===== src/verilog/fetch_pkg.sv =====
package fetch_pkg;

    typedef logic [31:0] word_t;                       // One instruction word
    typedef logic [31:0] addr_t;                       // Fetch address or program counter
    typedef logic [6:0]  excp_code_t;                  // Exception code of a queue entry
    typedef logic [1:0]  priv_t;                       // Privilege level at fetch time

    // Boot vector that is also shown on the decode port while the queue is empty
    localparam addr_t PC_RESET = 32'h1c00_0000;

    // andi r0,r0,0 is the canonical no-op
    localparam word_t INST_NOP = 32'h0340_0000;

    localparam excp_code_t EXCP_NONE = 7'h00;          // Entry carries no exception
    localparam excp_code_t EXCP_ADEF = 7'h08;          // Fetch address error

    localparam addr_t FETCH_STRIDE = 32'd8;            // One aligned pair per fetch
    localparam addr_t INST_STEP    = 32'd4;            // Offset of the second word in a pair

    typedef enum logic [1:0] {
        FETCH_IDLE  = 2'd0,                            // Waiting after reset or after a bad target
        FETCH_RUN   = 2'd1,                            // Sequential fetch while credits last
        FETCH_DRAIN = 2'd2                             // Flush cycle right after a redirect
    } fetch_state_t;

endpackage

===== src/verilog/fetch_frontend.sv =====
module fetch_frontend import fetch_pkg::*; #(
    parameter int BUF_DEPTH     = 8,
    parameter int LOG_BUF_DEPTH = 3
) (
    input  logic       clk,
    input  logic       arst_n,
    input  logic       redirect,
    input  addr_t      redirect_pc,
    output logic       icache_req,
    output addr_t      icache_pc,
    input  logic       icache_resp_valid,
    input  word_t      icache_inst0,
    input  word_t      icache_inst1,
    input  logic       decode_ready,
    input  priv_t      priv_level,
    output logic       fifo_valid,
    output word_t      fifo_inst0,
    output word_t      fifo_inst1,
    output addr_t      fifo_pc,
    output addr_t      fifo_pc_add,
    output addr_t      fifo_pc_next,
    output addr_t      fifo_badv,
    output excp_code_t fifo_exception,
    output priv_t      fifo_priv_flag
);

    logic       push;
    addr_t      push_pc;
    word_t      push_inst0;
    word_t      push_inst1;
    excp_code_t push_excp;
    addr_t      push_badv;
    logic       flush;
    logic       credit_return;                         // One pulse per entry taken by decode

    fetch_ctrl #(
        .BUF_DEPTH (BUF_DEPTH)
    ) u_fetch_ctrl (
        .clk               (clk),
        .arst_n            (arst_n),
        .redirect          (redirect),
        .redirect_pc       (redirect_pc),
        .credit_return     (credit_return),
        .icache_resp_valid (icache_resp_valid),
        .icache_inst0      (icache_inst0),
        .icache_inst1      (icache_inst1),
        .icache_req        (icache_req),
        .icache_pc         (icache_pc),
        .push              (push),
        .push_pc           (push_pc),
        .push_inst0        (push_inst0),
        .push_inst1        (push_inst1),
        .push_excp         (push_excp),
        .push_badv         (push_badv),
        .flush             (flush)
    );

    fetch_buffer #(
        .BUF_DEPTH     (BUF_DEPTH),
        .LOG_BUF_DEPTH (LOG_BUF_DEPTH)
    ) u_fetch_buffer (
        .clk            (clk),
        .arst_n         (arst_n),
        .flush          (flush),
        .push           (push),
        .push_pc        (push_pc),
        .push_inst0     (push_inst0),
        .push_inst1     (push_inst1),
        .push_excp      (push_excp),
        .push_badv      (push_badv),
        .priv_level     (priv_level),
        .decode_ready   (decode_ready),
        .credit_return  (credit_return),
        .fifo_valid     (fifo_valid),
        .fifo_inst0     (fifo_inst0),
        .fifo_inst1     (fifo_inst1),
        .fifo_pc        (fifo_pc),
        .fifo_pc_add    (fifo_pc_add),
        .fifo_pc_next   (fifo_pc_next),
        .fifo_badv      (fifo_badv),
        .fifo_exception (fifo_exception),
        .fifo_priv_flag (fifo_priv_flag)
    );

endmodule


===== src/verilog/fetch_buffer.sv =====
module fetch_buffer import fetch_pkg::*; #(
    parameter int BUF_DEPTH     = 8,
    parameter int LOG_BUF_DEPTH = 3
) (
    input  logic       clk,
    input  logic       arst_n,
    input  logic       flush,
    input  logic       push,
    input  addr_t      push_pc,
    input  word_t      push_inst0,
    input  word_t      push_inst1,
    input  excp_code_t push_excp,
    input  addr_t      push_badv,
    input  priv_t      priv_level,
    input  logic       decode_ready,
    output logic       credit_return,
    output logic       fifo_valid,
    output word_t      fifo_inst0,
    output word_t      fifo_inst1,
    output addr_t      fifo_pc,
    output addr_t      fifo_pc_add,
    output addr_t      fifo_pc_next,
    output addr_t      fifo_badv,
    output excp_code_t fifo_exception,
    output priv_t      fifo_priv_flag
);

    localparam int INST_W = 64;                        // Two instruction words
    localparam int PC_W   = 96;                        // pc_next, pc and badv
    localparam int STAT_W = 9;                         // Privilege and exception code

    logic [INST_W-1:0] inst_din;
    logic [INST_W-1:0] inst_dout;
    logic [PC_W-1:0]   pc_din;
    logic [PC_W-1:0]   pc_dout;
    logic [STAT_W-1:0] stat_din;
    logic [STAT_W-1:0] stat_dout;
    logic              inst_full;
    logic              inst_empty;
    logic              pc_full;
    logic              pc_empty;
    logic              stat_full;
    logic              stat_empty;
    logic              lane_full;
    logic              lane_empty;
    logic              write_en;
    logic              pop_en;

    // The lanes move in lock step, so any one of them tells the state of all
    assign lane_full  = inst_full | pc_full | stat_full;
    assign lane_empty = inst_empty | pc_empty | stat_empty;

    assign write_en = push && !lane_full;

    // Nothing is handed to decode in the cycle the queue is being flushed
    assign fifo_valid    = !lane_empty && !flush;
    assign pop_en        = fifo_valid && decode_ready;
    assign credit_return = pop_en;

    assign inst_din = {push_inst1, push_inst0};
    assign pc_din   = {push_pc + FETCH_STRIDE, push_pc, push_badv};
    assign stat_din = {priv_level, push_excp};     // Privilege is taken at push time

    assign fifo_pc_add = fifo_pc + INST_STEP;

    always_comb begin
        if (fifo_valid) begin
            fifo_inst0     = inst_dout[31:0];
            fifo_inst1     = inst_dout[63:32];
            fifo_pc_next   = pc_dout[95:64];
            fifo_pc        = pc_dout[63:32];
            fifo_badv      = pc_dout[31:0];
            fifo_priv_flag = stat_dout[8:7];
            fifo_exception = stat_dout[6:0];
        end else begin
            fifo_inst0     = INST_NOP;
            fifo_inst1     = INST_NOP;
            fifo_pc_next   = PC_RESET + FETCH_STRIDE;
            fifo_pc        = PC_RESET;
            fifo_badv      = PC_RESET;
            fifo_priv_flag = '0;
            fifo_exception = EXCP_NONE;
        end
    end

    fifo_generator #(
        .DATA_WIDTH    (INST_W),
        .BUF_DEPTH     (BUF_DEPTH),
        .LOG_BUF_DEPTH (LOG_BUF_DEPTH)
    ) inst_lane (
        .clk      (clk),
        .arst_n   (arst_n),
        .flush    (flush),
        .write_en (write_en),
        .pop_en   (pop_en),
        .din      (inst_din),
        .dout     (inst_dout),
        .full     (inst_full),
        .empty    (inst_empty)
    );

    fifo_generator #(
        .DATA_WIDTH    (PC_W),
        .BUF_DEPTH     (BUF_DEPTH),
        .LOG_BUF_DEPTH (LOG_BUF_DEPTH)
    ) pc_lane (
        .clk      (clk),
        .arst_n   (arst_n),
        .flush    (flush),
        .write_en (write_en),
        .pop_en   (pop_en),
        .din      (pc_din),
        .dout     (pc_dout),
        .full     (pc_full),
        .empty    (pc_empty)
    );

    fifo_generator #(
        .DATA_WIDTH    (STAT_W),
        .BUF_DEPTH     (BUF_DEPTH),
        .LOG_BUF_DEPTH (LOG_BUF_DEPTH)
    ) stat_lane (
        .clk      (clk),
        .arst_n   (arst_n),
        .flush    (flush),
        .write_en (write_en),
        .pop_en   (pop_en),
        .din      (stat_din),
        .dout     (stat_dout),
        .full     (stat_full),
        .empty    (stat_empty)
    );

endmodule


===== src/verilog/fetch_ctrl.sv =====
module fetch_ctrl import fetch_pkg::*; #(
    parameter int BUF_DEPTH = 8
) (
    input  logic       clk,
    input  logic       arst_n,
    input  logic       redirect,
    input  addr_t      redirect_pc,
    input  logic       credit_return,
    input  logic       icache_resp_valid,
    input  word_t      icache_inst0,
    input  word_t      icache_inst1,
    output logic       icache_req,
    output addr_t      icache_pc,
    output logic       push,
    output addr_t      push_pc,
    output word_t      push_inst0,
    output word_t      push_inst1,
    output excp_code_t push_excp,
    output addr_t      push_badv,
    output logic       flush
);

    localparam int                  CREDIT_W   = $clog2(BUF_DEPTH + 1);
    localparam logic [CREDIT_W-1:0] CREDIT_MAX = CREDIT_W'(BUF_DEPTH);

    fetch_state_t        state;
    fetch_state_t        next_state;
    addr_t               fetch_pc;
    addr_t               inflight_pc;                  // Address of the request awaiting its words
    logic [CREDIT_W-1:0] credits;
    logic                inflight_vld;
    logic                adef_pend;                    // Bad target seen, entry not yet written
    logic                halted;                       // Exception written, wait for a redirect
    logic                pc_misaligned;
    logic                resp_push;
    logic                excp_push;
    logic                spend;

    assign pc_misaligned = fetch_pc[1:0] != 2'b00;
    assign icache_pc     = fetch_pc;

    // The drain cycle already fetches the new target, unless it is misaligned
    assign icache_req = (credits != '0) &&
                        ((state == FETCH_RUN) || (state == FETCH_DRAIN && !pc_misaligned));

    // Words arriving in the drain cycle answer a request from before the redirect
    assign resp_push = icache_resp_valid && inflight_vld && (state != FETCH_DRAIN);
    assign excp_push = (state == FETCH_IDLE) && adef_pend;
    assign spend     = icache_req || excp_push;    // A bad address still takes a queue slot

    assign push       = resp_push || excp_push;
    assign push_pc    = excp_push ? fetch_pc : inflight_pc;
    assign push_badv  = push_pc;
    assign push_inst0 = excp_push ? INST_NOP : icache_inst0;
    assign push_inst1 = excp_push ? INST_NOP : icache_inst1;
    assign push_excp  = excp_push ? EXCP_ADEF : EXCP_NONE;

    always_comb begin
        next_state = state;
        case (state)
            FETCH_IDLE: begin
                if (!adef_pend && !halted) begin
                    next_state = FETCH_RUN;        // Only the first cycle after reset ends here
                end
            end
            FETCH_DRAIN: next_state = pc_misaligned ? FETCH_IDLE : FETCH_RUN;
            FETCH_RUN:   next_state = FETCH_RUN;
            default:     next_state = FETCH_IDLE;
        endcase
        if (redirect) begin
            next_state = FETCH_DRAIN;
        end
    end

    always_ff @(posedge clk or negedge arst_n) begin
        if (!arst_n) begin
            state        <= FETCH_IDLE;
            fetch_pc     <= PC_RESET;
            credits      <= CREDIT_MAX;
            inflight_vld <= 1'b0;
            flush        <= 1'b0;
            adef_pend    <= 1'b0;
            halted       <= 1'b0;
        end else begin
            state        <= next_state;
            flush        <= redirect;                  // Queue is cleared on the following edge
            inflight_vld <= icache_req;
            if (redirect) begin
                fetch_pc  <= redirect_pc;
                credits   <= CREDIT_MAX;               // The whole queue will be free after the flush
                adef_pend <= 1'b0;
                halted    <= 1'b0;
            end else begin
                if (icache_req) begin
                    fetch_pc <= fetch_pc + FETCH_STRIDE;
                end
                if (spend && !credit_return) begin
                    credits <= credits - 1'b1;
                end else if (!spend && credit_return) begin
                    credits <= credits + 1'b1;
                end
                if (state == FETCH_DRAIN && pc_misaligned) begin
                    adef_pend <= 1'b1;                 // Written once the flush has passed
                end
                if (excp_push) begin
                    adef_pend <= 1'b0;
                    halted    <= 1'b1;
                end
            end
        end
    end

    always_ff @(posedge clk) begin
        if (icache_req) begin
            inflight_pc <= fetch_pc;
        end
    end

endmodule


===== src/verilog/fifo_generator.sv =====
module fifo_generator #(
    parameter int DATA_WIDTH    = 32,
    parameter int BUF_DEPTH     = 8,
    parameter int LOG_BUF_DEPTH = 3
) (
    input  logic                  clk,
    input  logic                  arst_n,
    input  logic                  flush,
    input  logic                  write_en,
    input  logic                  pop_en,
    input  logic [DATA_WIDTH-1:0] din,
    output logic [DATA_WIDTH-1:0] dout,
    output logic                  full,
    output logic                  empty
);

    localparam logic [LOG_BUF_DEPTH:0]   FULL_COUNT = (LOG_BUF_DEPTH + 1)'(BUF_DEPTH);
    localparam logic [LOG_BUF_DEPTH-1:0] LAST_PTR   = LOG_BUF_DEPTH'(BUF_DEPTH - 1);

    logic [DATA_WIDTH-1:0]    mem [BUF_DEPTH];
    logic [LOG_BUF_DEPTH-1:0] wr_ptr;
    logic [LOG_BUF_DEPTH-1:0] rd_ptr;
    logic [LOG_BUF_DEPTH:0]   count;                   // One bit wider so a full queue fits
    logic                     do_write;
    logic                     do_read;

    assign full  = count == FULL_COUNT;
    assign empty = count == '0;

    // Requests against a full or empty queue are ignored
    assign do_write = write_en && !full;
    assign do_read  = pop_en && !empty;

    // The head entry is visible on dout without a read cycle
    assign dout = mem[rd_ptr];

    always_ff @(posedge clk) begin
        if (do_write && !flush) begin
            mem[wr_ptr] <= din;
        end
    end

    always_ff @(posedge clk or negedge arst_n) begin
        if (!arst_n) begin
            wr_ptr <= '0;
            rd_ptr <= '0;
            count  <= '0;
        end else if (flush) begin
            wr_ptr <= '0;                              // Flush drops every entry, even one being written
            rd_ptr <= '0;
            count  <= '0;
        end else begin
            if (do_write) begin
                wr_ptr <= (wr_ptr == LAST_PTR) ? '0 : wr_ptr + 1'b1;
            end
            if (do_read) begin
                rd_ptr <= (rd_ptr == LAST_PTR) ? '0 : rd_ptr + 1'b1;
            end
            case ({do_write, do_read})
                2'b10:   count <= count + 1'b1;
                2'b01:   count <= count - 1'b1;
                default: count <= count;               // Simultaneous push and pop keep the level
            endcase
        end
    end

endmodule


===== config.mk =====
export PLATFORM = sky130hd
export DESIGN_NAME = fetch_frontend
export DESIGN_NICKNAME = d
export VERILOG_FILES = /design/src/verilog/fetch_pkg.sv /design/src/verilog/fetch_frontend.sv /design/src/verilog/fetch_buffer.sv /design/src/verilog/fetch_ctrl.sv /design/src/verilog/fifo_generator.sv
export SDC_FILE = /design/constraint.sdc
export NUM_CORES = 1
export LEC_CHECK = 0
export BUFFER_PORTS_ARGS = -buffer_cell sky130_fd_sc_hd__clkbuf_2
export CAP_MARGIN = 25
export CELL_PAD_IN_SITES_DETAIL_PLACEMENT = 1
export CELL_PAD_IN_SITES_GLOBAL_PLACEMENT = 1
export CORE_AREA = 10 10 277 385
export DETAILED_ROUTE_END_ITERATION = 12
export DIE_AREA = 0 0 287 395
export GPL_TIMING_DRIVEN = 0
export PLACE_DENSITY = 0.72
export SLEW_MARGIN = 25
export SYNTH_ARGS = -nofsm -noshare
export SYNTH_HDL_FRONTEND = slang
export SYNTH_SLANG_ARGS = --single-unit
export TNS_END_PERCENT = 50

===== constraint.sdc =====
create_clock -name clk -period 8.54 [get_ports clk]
set_clock_uncertainty 0.15 [all_clocks]
set_input_delay 0.854 -clock clk [delete_from_list [all_inputs] [get_ports clk]]
set_output_delay 0.854 -clock clk [all_outputs]
set_load 0.005 [all_outputs]

# == Word level (Yosys, flattened, before mapping) ==
# Memories as Yosys holds them, arrays and structs flattened.
# Cells that the tools add are included.
# totals
ff_bits,104
ram_bits,1328
input_bits,103
out_inout_bits,235
wordCells,172
n_memories,3
# memory_table
name,depth,word_bits,rd,rd_ports_with_merged_regs,write_ports,line_no,rtl
u_fetch_buffer.pc_lane.mem,8,96,1,0,1,fifo_generator.sv:20,logic [DATA_WIDTH-1:0] mem [BUF_DEPTH];
u_fetch_buffer.inst_lane.mem,8,64,1,0,1,fifo_generator.sv:20,
u_fetch_buffer.stat_lane.mem,8,6,1,0,1,fifo_generator.sv:20,
# op_classes
n_addsub,17
eq_ne,19
n_mux,55
n_bitwise,4
reduce_logical,57
# ops
operator,n
32-bit two-way mux,10
"32-bit by 4-bit adder with 32-bit output, second input constant",2
3-bit two-way mux,18
"32-bit by 3-bit adder with 32-bit output, second input constant",1
4-bit two-way mux,7
4-bit case mux with 2 select lines,3
1-bit logical AND,21
"3-bit by 1-bit adder with 3-bit output, second input constant",6
"3-bit == test, second input constant",6
2-bit nonzero test,9
"4-bit by 1-bit adder with 4-bit output, second input constant",4
"4-bit by 1-bit subtractor with 4-bit output, second input constant",4
3-bit nonzero test,5
1-bit logical NOT,14
"4-bit == test, second input constant",3
4-bit logical NOT,3
1-bit two-way mux,12
"2-bit by 1-bit == test with 1-bit output, second input constant",4
"2-bit == test, second input constant",4
7-bit two-way mux,1
2-bit two-way mux,3
2-bit case mux with 3 select lines,1
1-bit OR,4
4-bit nonzero test,1
other kinds (4),6

# == Depth between registers and ports, before layout ==
# Gate-level depths: netlist of run 1.
# logic_depth
ltp_word,11
mapped_depth,15

# == Modules after synthesis ==
# A second synthesis of run 1 with hierarchy kept.
# unflattened
cells_unflattened,3048
area_unflattened_um2,59482.0
# by_module_without_submodules
module,n_inst,cells_each,area_each_um2
fifo_generator (u_fetch_buffer.pc_lane),1,1190,29442.0
fifo_generator (u_fetch_buffer.inst_lane),1,819,19872.8
fetch_ctrl,1,481,4409.2
fifo_generator (u_fetch_buffer.stat_lane),1,183,3432.0
fetch_buffer,1,375,2326.0

# == Least setup slack after synthesis of run 1 ==
# OpenSTA, ideal clock, no wires.
# synth_path
path_type,input to register
from,input port icache_resp_valid
to,"memory u_fetch_buffer.inst_lane.mem[0][0] (netlist bit), enable pin"
setup_ns,0.666
arrival_time_ns,8.294
t_required_ns,7.724
slack_ns,-0.570
path_stages,6
cell_sequence,nand2_1 > a222oi_1 > nand3_1 > clkbuf_1 > buf_1 > nor4b_1
# synth_between
elab_chain_cells,8
# synth_lines
element,line_no,rtl
"start, declared",fetch_frontend.sv:11,"input logic icache_resp_valid,"
1-bit logical AND (2 in series),fetch_ctrl.sv:47,assign resp_push = icache_resp_valid && inflight_vld && (state != FETCH_DRAIN);
1-bit logical OR,fetch_ctrl.sv:51,assign push = resp_push || excp_push;
1-bit logical AND,fetch_buffer.sv:53,assign write_en = push && !lane_full;
1-bit logical AND,fifo_generator.sv:31,assign do_write = write_en && !full;
1-bit logical AND,fifo_generator.sv:38,if (do_write && !flush) begin
1-bit two-way mux,fifo_generator.sv:38,
1-bit two-way mux (implied by the code),fifo_generator.sv:39,mem[wr_ptr] <= din;
"end, declared",fifo_generator.sv:20,
# No other way between the ends.

# == Worst setup path after layout of run 1 ==
# layout_path
from,register u_fetch_buffer.pc_lane.count[0]
to,output port fifo_pc_add[28]
# layout_between
elab_chain_cells,7
# layout_lines
element,line_no,rtl
"start, declared",fifo_generator.sv:23,logic [LOG_BUF_DEPTH:0] count;
"start signal, assigned",fifo_generator.sv:60,2'b10: count <= count + 1'b1;
"start signal, assigned",fifo_generator.sv:61,2'b01: count <= count - 1'b1;
"start signal, assigned",fifo_generator.sv:62,default: count <= count;
4-bit logical NOT,fifo_generator.sv:28,assign empty = count == '0;
1-bit OR (2 in series),fetch_buffer.sv:51,assign lane_empty = inst_empty | pc_empty | stat_empty;
1-bit logical NOT,fetch_buffer.sv:56,assign fifo_valid = !lane_empty && !flush;
1-bit logical AND,fetch_buffer.sv:56,
32-bit two-way mux,fetch_buffer.sv:67,if (fifo_valid) begin
32-bit by 3-bit adder with 32-bit output,fetch_buffer.sv:64,assign fifo_pc_add = fifo_pc + INST_STEP;
"end, declared",fetch_frontend.sv:20,"output addr_t fifo_pc_add,"
# No other way between the ends.

==> results of run 1 <==
==> worst min-delay path by stage <==
| stage | from | to | slack, ns | cells after the start |
|---|---|---|---|---|
| detailed placement | u_fetch_ctrl.icache_pc[8]$_DFFE_PN0N_ | u_fetch_ctrl.inflight_pc[8]$_DFFE_PP_ | 0.35 | 0 |
| CTS | redirect_pc[28] | u_fetch_ctrl.icache_pc[28]$_DFFE_PN1N_ | 0.17 | 3 |
| global placement | u_fetch_ctrl.halted$_DFFE_PN0N_ | u_fetch_ctrl.halted$_DFFE_PN0N_ | 0.34 | 2 |
| global route | redirect_pc[29] | u_fetch_ctrl.icache_pc[29]$_DFFE_PN0N_ | 0.20 | 3 |
| finish | redirect_pc[28] | u_fetch_ctrl.icache_pc[28]$_DFFE_PN1N_ | 0.21 | 3 |
| floorplan | u_fetch_ctrl.halted$_DFFE_PN0N_ | u_fetch_ctrl.halted$_DFFE_PN0N_ | 0.32 | 2 |
==> what timing repair did <==
item	CTS	global route
buffers inserted	0	0
hold buffers	1	0
hold endpoints to repair	25	0
==> metrics by stage <==
stage / utilization, % / TNS, ns / instances
after global placement: 49.9 / -3410.69 / 4140
after global routing: 54.9 / 0 / 4504
after floorplan: - / -2.01 / 2489
final: 54.9 / 0 / 4504
after detailed placement: 51.4 / 0 / 4305
after CTS: 54.9 / 0 / 4503
==> worst max-delay path, stage by stage (launching register included) <==
cell and delay [ns]:
dfrtp_1 0.46, nor4_1 0.09, or4_1 0.52, buf_4 0.21
buf_6 0.17, buf_6 0.16, clkbuf_1 0.32, clkbuf_1 0.49
nor2_1 0.39, ha_1 0.40, and2_1 0.35, nor4b_4 0.46
nand2_4 0.18, nor4b_4 0.26, xor2_1 0.23, clkbuf_2 0.16
==> layer usage <==
layer | global-route usage [%] | part of all wire, % | vias up
li1 | - | - | 10900
met1 | 28.7 | 40 | 13600
met2 | 38.5 | 51 | 964
met3 | 4.50 | 6.6 | 147
met4 | 6.82 | 2.4 | 2
met5 | 0 | 0.011 | -
==> cells by family after synthesis <==
| logic type | after synthesis | share of synthesized area (%) |
|---|---|---|
| AO/OA/AOI/OAI | 80 | 1.03 |
| adder cells (fa/ha/maj) | 24 | 0.665 |
| buffers and inverters | 199 | 2.28 |
| multiplexers | 410 | 16.0 |
| flip-flops | 1128 | 72.4 |
| other | 1 | 0.00810 |
| XOR/XNOR | 93 | 1.76 |
| AND/OR/NAND/NOR | 549 | 5.83 |
==> placed cells by master (no fill, tap or decap), drive strengths merged, types with 7 or more instances in the layout <==
cell type  netlist  layout
xor2            31      31
edfxtp        1056    1056
nor2           191     191
nand2b          12      12
dfrtp           68      68
o21ai           32      32
nand3           25      25
mux4           256     256
mux2i          142     142
nor3b            7       7
and3             7       7
buf            105     263
xnor2           62      62
clkbuf          61     541
nor3            47      47
inv             31      35
and2            67      67
a21oi           22      22
ha              23      23
nor4            18      18
bufinv           0       7
nand2          141     141
clkinv           2      41
mux2            12      12
nand3b           9       9
==> cell type report <==
cell class	count	area share, %
clock buffer	141	5.23
tap	1320	3.02
clock inverter	56	0.999
sequential	1128	61.4
multi-input combinational	1162	21.7
inverter	33	0.231
buffer	166	1.73
timing repair buffer	498	5.68
==> power breakdown <==
part	total [W]	internal, W	switching, W
Sequential	0.00627	0.00621	0.0000647
Clock	0.00465	0.00258	0.00207
Combinational	0.000580	0.000184	0.000397
==> state kept, by name, summed over array words and instances (netlist names), 3 cells and up <==
| name | count |
|---|---|
| u_fetch_buffer.inst_lane.mem | 512 |
| u_fetch_buffer.pc_lane.mem | 488 |
| u_fetch_ctrl.icache_pc | 32 |
| u_fetch_ctrl.inflight_pc | 32 |
| u_fetch_buffer.stat_lane.mem | 24 |
| u_fetch_buffer.inst_lane.count | 4 |
| u_fetch_buffer.pc_lane.count | 4 |
| u_fetch_buffer.stat_lane.count | 4 |
| u_fetch_ctrl.credits | 4 |
| u_fetch_buffer.inst_lane.rd_ptr | 3 |
| u_fetch_buffer.inst_lane.wr_ptr | 3 |
| u_fetch_buffer.pc_lane.rd_ptr | 3 |
| u_fetch_buffer.pc_lane.wr_ptr | 3 |
| u_fetch_buffer.stat_lane.rd_ptr | 3 |
| u_fetch_buffer.stat_lane.wr_ptr | 3 |
==> results.cfg, run 1 <==
[setup_path]
r2r_slack_ns = 4.07
crit_path_end_kind = output pin
worst_setup_path_start_kind = register
crit_path_end = fifo_pc_add[28]
cp_max_fo = 10
regToRegStartpoint = u_fetch_ctrl.state[1]$_DFFE_PN0P_
crit_start = u_fetch_buffer.pc_lane.count[0]$_DFFE_PN0P_
worstPathArrival_ns = 5.60
worst-setup-path-type = reg -> out
timing.rr.end = u_fetch_buffer.pc_lane.mem[2][91]$_DFFE_PP_
critical_path_required_ns = 7.54
r2r_cells = 10

[hold_path]
hold_class = in -> reg

[pwr]
ir_drop_uv = 157
p_per_area_nw_per_um2 = 211
p_total_w = 0.0115
leakage_nw = 18.6

[clock_network]
post_cts_resized = 0
clock-sinks = 1128
cts_max_path_buffers = 3
cts-root-buf = clkbuf_16
cts_tree = built
clock_latency_ns = 0.73
cts_buffers = 106
clk_pin_slew_ns = 0.06
htreeDepth = 3

[sta]
slew_violations = 0
tightest_slew_ns = 1.11
finalWorstSetupSlack_ns = 1.94
slew_headroom_pct = 25.7
worst_hold_slack_ns = 0.207
finalSetupViolations = 0
fin_crit_sh_pct = 77.3
period_minus_slack_ns = 6.60
fmax_mhz = 151
hold_violations = 0
rsz0062_at_grt = false

[global_routing]
grt_pass1_vias = 28000
grt_first_pass_wirelength_um = 189000
antenna_found_initial = 7
track_usage_pct = 22.5
grt_overflow = 0
grt_max_degree = 48

[logic_synthesis]
synth_most_common_cell = edfxtp_1
ys_ff_latch = 1128
async_flop_share_pct = 6.38
synth_common_cells = edfxtp_1 (1056), mux4_2 (235), nor2_1 (191)
synth_area_per_cell_um2 = 18.6
syn-instance-count = 2484
netlist.top_cell.by_area = edfxtp_1
netlist_area_um2 = 46300
synth.top_cell.area_share_pct = 68.5
netlist_top_cells_area = edfxtp_1 (69%), mux4_2 (11%), dfrtp_1 (3.7%)
synth_edf_count = 1056
synthDistinctLibCells = 63
synth_seq_area_share_pct = 72.4
ys.flop_type = edfxtp_1
yosys_warnings = 0

[drt]
first_pass_iters = 7
drtIter0Drc = 2281
postRouteAntennaNets = 0
vias_per_cell = 5.70
wirelength_um = 129000
via_count = 25700
drc = 0
wl_per_cell_um = 28.6

[placement]
placed_area_um2 = 51100
pre_cts_ws_ns = 2.62
gp_congestion = 0.808
dp.final_hpwl_um = 93700
port-buffer-count = 331

[cells_and_area]
drive_above_1_share_pct = 32.4
design_area_um2 = 54600
fillers = 9218
antennaDiodeCount = 0
fin_nets = 3222
seq_area_um2 = 33500
multiInputGateArea_um2 = 11900
syn2layout_area_growth_pct = 18.0

[floorplanning]
core_um2 = 99400
rows = 137
dieArea_um2 = 113000
die_height_um = 395
io_pins = 338
initial_core_util_pct = 46.5
dieWidth_um = 287

[run]
drv_cap = 0

[run_status]
status = completed
(Power assumes the default switching activity.)
==> run 2, diff against run 1 <==
==> constraint.sdc (replaced) <==
create_clock -name clk -period 5.6 [get_ports clk]
set_clock_uncertainty 0.15 [all_clocks]
set_input_delay 0.56 -clock clk [delete_from_list [all_inputs] [get_ports clk]]
set_output_delay 0.56 -clock clk [all_outputs]
set_load 0.005 [all_outputs]
==> run 2 against run 1 <==
Register-to-register slack got worse by 3.3 ns. First-iteration DRC count rose by 8.1%. Combinational power rose by 55%. Cell area rose by 0.75%. Non-clock buffer count rose by 26. Critical endpoint unchanged. Highest routed layer unchanged.
==> results.cfg, run 2 (synthesized netlist as in run 1, its figures left out) <==
[clock_network]
clock-sinks = 1128
clk_pin_slew_ns = 0.06
cts_max_path_buffers = 3
cts_buffers = 106
htreeDepth = 3
cts_tree = built
clock_latency_ns = 0.70
cts-root-buf = clkbuf_16

[global_routing]
grt_first_pass_wirelength_um = 195000
grt_pass1_vias = 28500
grt_overflow = 0
antenna_found_initial = 5
track_usage_pct = 23.2
grt_max_degree = 73

[setup_path]
path_common_cell = buf_4
crit_chain = buf_4 -> nor4_1 -> or4_1 -> buf_4 -> buf_6 -> buf_6 -> clkbuf_4 -> nor2_2 -> ha_1 -> and2_1 -> nor4b_4 -> buf_4 -> nand2_4 -> nor4b_4 -> xor2_1 -> clkbuf_2
critPathMaxStageDelay_ns = 0.50
critical_path_required_ns = 4.89
worstPathArrival_ns = 4.76
crit_path_top_delay_cell = or4_1
cp_max_fo = 19
worst-setup-path-type = reg -> out
worst_setup_path_start_kind = register
crit_path_end_kind = output pin

[sta]
setup_tns_ns = 0
fin_crit_sh_pct = 97.6
slew_headroom_pct = 30.0
finalSetupViolations = 0
slew_violations = 0
rsz0062_at_grt = false
fmax_mhz = 183
hold_violations = 0
worst_hold_slack_ns = 0.0959
period_minus_slack_ns = 5.47
tightest_slew_ns = 1.04

[floorplanning]
io_pins = 338
die_height_um = 395
dieArea_um2 = 113000
core_um2 = 99400
initial_core_util_pct = 46.5
dieWidth_um = 287
rows = 137

[cells_and_area]
reg_top3 = u_fetch_buffer.inst_lane.mem: 512 flops, u_fetch_buffer.pc_lane.mem: 488 flops
final_common_cell = edfxtp_1
seq_area_um2 = 33500
design_area_um2 = 55000
final_cell_mix = edfxtp_1 (1056), clkbuf_2 (341), mux4_2 (235)
multiInputGateArea_um2 = 11900
antennaDiodeCount = 0
fillers = 9206
largest_reg_flops = 512
largest-register = u_fetch_buffer.inst_lane.mem
syn2layout_area_growth_pct = 18.9
drive_above_1_share_pct = 31.8
fin_nets = 3248

[drt]
drc = 0
wl_per_cell_um = 29.3
drtIter0Drc = 2465
via_count = 26100
first_pass_iters = 7
vias_per_cell = 5.76
postRouteAntennaNets = 0
wirelength_um = 133000

[run]
drv_cap = 0

[hold_path]
hold_class = in -> reg

[pwr]
p_per_area_nw_per_um2 = 320
leakage_nw = 18.7
ir_drop_uv = 260

[run_status]
status = completed

[placement]
port-buffer-count = 331
placed_area_um2 = 51200
dp.final_hpwl_um = 95100
gp_congestion = 0.818
-- run 2: cell types whose count changed in the layout (fill, tap and decap cells not counted), sizes merged --
cell and change:
bufinv +3, dlygate4sd3 +34, clkinvlp +2, buf -5, clkbuf -20, clkinv +13
-- run 2: power breakdown --
| group | internal [W] | leakage, nW | switching (W) |
|---|---|---|---|
| clock | 0.00395 | 1.64 | 0.00319 |
| sequential | 0.00947 | 10.5 | 0.000102 |
| combinational | 0.000293 | 6.61 | 0.000606 |
| total | 0.0137 | 18.7 | 0.00390 |
-- run 2: through the flow --
step                total power, W  util (%)  setup WS, ns  cells
global route                0.0181      55.3        0.0398   4531
global placement            0.0105      49.9         -9.85   4140
finish                      0.0176      55.3         0.135   4531
CTS                         0.0177      55.3         0.136   4530
floorplan                   0.0102         -         -2.41   2489
detailed placement          0.0106      51.5        -0.361   4296
-- run 2: metal layers --
metal	routed length [um]	up-vias	GRT usage, %
met5	37	-	0
met4	4730	6	8.79
met2	69200	1057	40.5
met1	50800	13800	28.6
met3	8260	205	3.57
li1	-	11000	-
-- run 2: repair_timing --
| action | CTS | global route |
|---|---|---|
| hold endpoints to repair | 106 | 0 |
| hold buffers | 35 | 0 |
| buffers inserted | 2 | 0 |
| gates resized for setup | 3 | 0 |
| endpoints found under the setup margin | 14 | 0 |
-- run 2: critical path: cells and delay by family, from the launching register on --
kind                       cells  cell delay (ns)
adders and majority gates      1             0.25
and+or+nand+nor                7             1.81
DFF                            1             0.34
xor gates and xnor gates       1             0.20
buffers and inverters          7             1.42
-- run 2: layout make-up --
cell class | count | share of cell area [%]
Sequential cell | 1128 | 60.9
Multi-Input combinational cell | 1162 | 21.5
Timing Repair Buffer | 525 | 6.39
Clock buffer | 124 | 4.94
Tap cell | 1320 | 3.00
Buffer | 165 | 1.72
Clock inverter | 74 | 1.24
Inverter | 33 | 0.230
-- run 2: final timing paths --
path | end | cells after the start | startpoint | slack [ns]
min in group asynchronous | u_fetch_ctrl.halted$_DFFE_PN0N_ | 2 | arst_n | 0.32
min | u_fetch_ctrl.flush$_DFF_PN0_ | 1 | redirect | 0.1
max in group asynchronous | u_fetch_buffer.stat_lane.wr_ptr[1]$_DFFE_PN0P_ | 2 | arst_n | 4.49
max reg2reg | u_fetch_buffer.pc_lane.mem[4][91]$_DFFE_PP_ | 10 | u_fetch_ctrl.state[0]$_DFFE_PN0P_ | 0.74
max | fifo_pc_add[28] | 16 | u_fetch_buffer.pc_lane.count[1]$_DFFE_PN0P_ | 0.13
min reg2reg | u_fetch_ctrl.halted$_DFFE_PN0N_ | 2 | u_fetch_ctrl.halted$_DFFE_PN0N_ | 0.38
==> run 3, diff against run 2 <==
--- a/config.mk
+++ b/config.mk
@@ -14,6 +14,7 @@
 export DIE_AREA = 0 0 287 395
 export GPL_TIMING_DRIVEN = 0
 export PLACE_DENSITY = 0.72
+export SETUP_SLACK_MARGIN = 0.3
 export SLEW_MARGIN = 25
 export SYNTH_ARGS = -nofsm -noshare
 export SYNTH_HDL_FRONTEND = slang
==> run 3 against run 2 <==
Count of clock-buffer cells in the layout stayed put. Critical path depth is 6 lower. Cell count fell by 0.86%. First-iteration DRC count decreased by 5.8%. Worst hold slack worse by 0.065 ns. Clock power is 0.6% higher. Non-clock buffer count shrank 26. Die area stayed put. Wire length down 3.5%. Sequential power about the same. Cell area about the same. Critical path type unchanged. Critical endpoint is now fifo_pc_next[7]. Largest power group unchanged.
==> results.cfg, run 3 (synthesized netlist as in run 1, its figures left out) <==
[floorplanning]
dieArea_um2 = 113000
core_um2 = 99400
dieWidth_um = 287
die_height_um = 395
rows = 137
initial_core_util_pct = 46.5
io_pins = 338

[setup_path]
cp_max_fo = 10
crit_path_top_delay_cell = clkbuf_1
crit_chain = buf_6 -> buf_2 -> buf_4 -> buf_4 -> buf_1 -> clkbuf_1 -> mux4_2 -> mux2i_1 -> nor2_1 -> clkbuf_2
worst_setup_path_start_kind = register
worstPathArrival_ns = 4.33
path_common_cell = buf_4
crit_path_end_kind = output pin
critical_path_required_ns = 4.89
worst-setup-path-type = reg -> out
critPathMaxStageDelay_ns = 0.67

[cells_and_area]
fin_cells = 4492
final_core_util_pct = 55.3
fin_nets = 3219
final_common_cell = edfxtp_1
syn2layout_area_growth_pct = 18.8
largest-register = u_fetch_buffer.inst_lane.mem
largest_reg_flops = 512
drive_above_1_share_pct = 31.7
final_cell_mix = edfxtp_1 (1056), clkbuf_2 (348), mux4_2 (235)
reg_top3 = u_fetch_buffer.inst_lane.mem: 512 flops, u_fetch_buffer.pc_lane.mem: 488 flops

[drt]
drc = 0
vias_per_cell = 5.73
first_pass_iters = 5
wirelength_um = 128000
via_count = 25700
drtIter0Drc = 2323
wl_per_cell_um = 28.6
postRouteAntennaNets = 0

[pwr]
sw_frac_of_total_pct = 21.5
p_per_area_nw_per_um2 = 321
combPwrFrac_pct = 5.1
leakage_nw = 18.6
pwr-share-seq_pct = 54.2
internal_power_w = 0.0139
clockPowerShare_pct = 40.7
power_switching_w = 0.00379
ir_drop_uv = 221

[sta]
tightest_slew_ns = 1.06
fin_crit_sh_pct = 90.1
rsz0062_at_grt = false
worst_hold_slack_ns = 0.0306
slew_headroom_pct = 29.3
finalSetupViolations = 0
period_minus_slack_ns = 5.04
fmax_mhz = 198
hold_violations = 0
slew_violations = 0

[clock_network]
htreeDepth = 3
cts_buffers = 103
cts_tree = built
cts-root-buf = clkbuf_16
clock_latency_ns = 0.70
clk_pin_slew_ns = 0.07
clock-sinks = 1128
cts_max_path_buffers = 3

[placement]
place_inst = 4271
gp_congestion = 0.791
port-buffer-count = 331
dp.final_hpwl_um = 92600

[hold_path]
hold_class = in -> reg

[run]
drv_cap = 0

[global_routing]
antenna_found_initial = 5
grt_max_degree = 73
grt_overflow = 0
grt_pass1_vias = 28400
grt_first_pass_wirelength_um = 189000
track_usage_pct = 22.5

[run_status]
status = completed
-- run 3: critical path: cells and delay by family (launching register included) --
family        cells  cell delay (ns)
buf+inv           7             2.33
flops             1             0.39
mux               2             0.79
simple gates      1             0.09
-- run 3: timing repair --
item	CTS	global route
endpoints found under the hold margin	109	0
setup endpoints to repair	13	12
hold buffers	35	0
buffers inserted	1	0
gates resized for setup	4	8
-- run 3: final timing paths --
kind                                                         startpoint                                           end  slack, ns  cells past startpoint
max in group asynchronous                                        arst_n        u_fetch_ctrl.icache_pc[30]$_DFFE_PN0N_       4.53                      2
min in group asynchronous                                        arst_n   u_fetch_buffer.pc_lane.count[1]$_DFFE_PN0P_       0.30                      2
hold / removal                                            priv_level[0]  u_fetch_buffer.stat_lane.mem[2][4]$_DFFE_PP_       0.03                      1
setup reg to reg                      u_fetch_ctrl.state[1]$_DFFE_PN0P_   u_fetch_buffer.pc_lane.mem[5][91]$_DFFE_PP_       1.16                     10
hold reg to reg                         u_fetch_ctrl.halted$_DFFE_PN0N_               u_fetch_ctrl.halted$_DFFE_PN0N_       0.37                      2
setup / recovery           u_fetch_buffer.pc_lane.rd_ptr[1]$_DFFE_PN0P_                               fifo_pc_next[7]       0.56                     10
-- run 3: routing by layer --
metal,up-vias,GRT usage [%],wire length (um)
met4,0,8.37,4180
li1,11000,-,-
met5,-,0,0
met2,984,39.5,67500
met3,187,3.79,7530
met1,13600,27.4,49100
-- run 3: final cells by class --
| class | count | area [um2] |
|---|---|---|
| repair buffers | 499 | 3430 |
| clock buffers | 124 | 2680 |
| plain buffers | 165 | 953 |
| well taps | 1320 | 1650 |
| inverters | 33 | 126 |
| clock inverters | 59 | 713 |
| flip-flops and latches | 1128 | 33500 |
| diodes | 2 | 5.00 |
| fillers | 9110 | 44400 |
| multi-input cells | 1162 | 11900 |
-- run 3: power groups by stage --
stage                     Sequential (W)  Combinational, W  Clock [W]
after global routing             0.00957          0.000981    0.00761
after floorplan                  0.00971          0.000479          0
after detailed placement         0.00974          0.000872          0
final                            0.00956          0.000898    0.00718
after CTS                        0.00956          0.000898    0.00730
after global placement           0.00974          0.000792          0
-- run 3: per-stage QoR --
stage	instance area, um2	TNS, ns	power, W	worst slack (ns)
floorplan	46400	-303.35	0.0102	-0.949
global placement	49700	-3949.74	0.0105	-6.31
detailed placement	51200	0	0.0106	0.00896
CTS	54900	0	0.0178	0.346
global route	55000	0	0.0182	0.332
finish	55000	0	0.0176	0.556
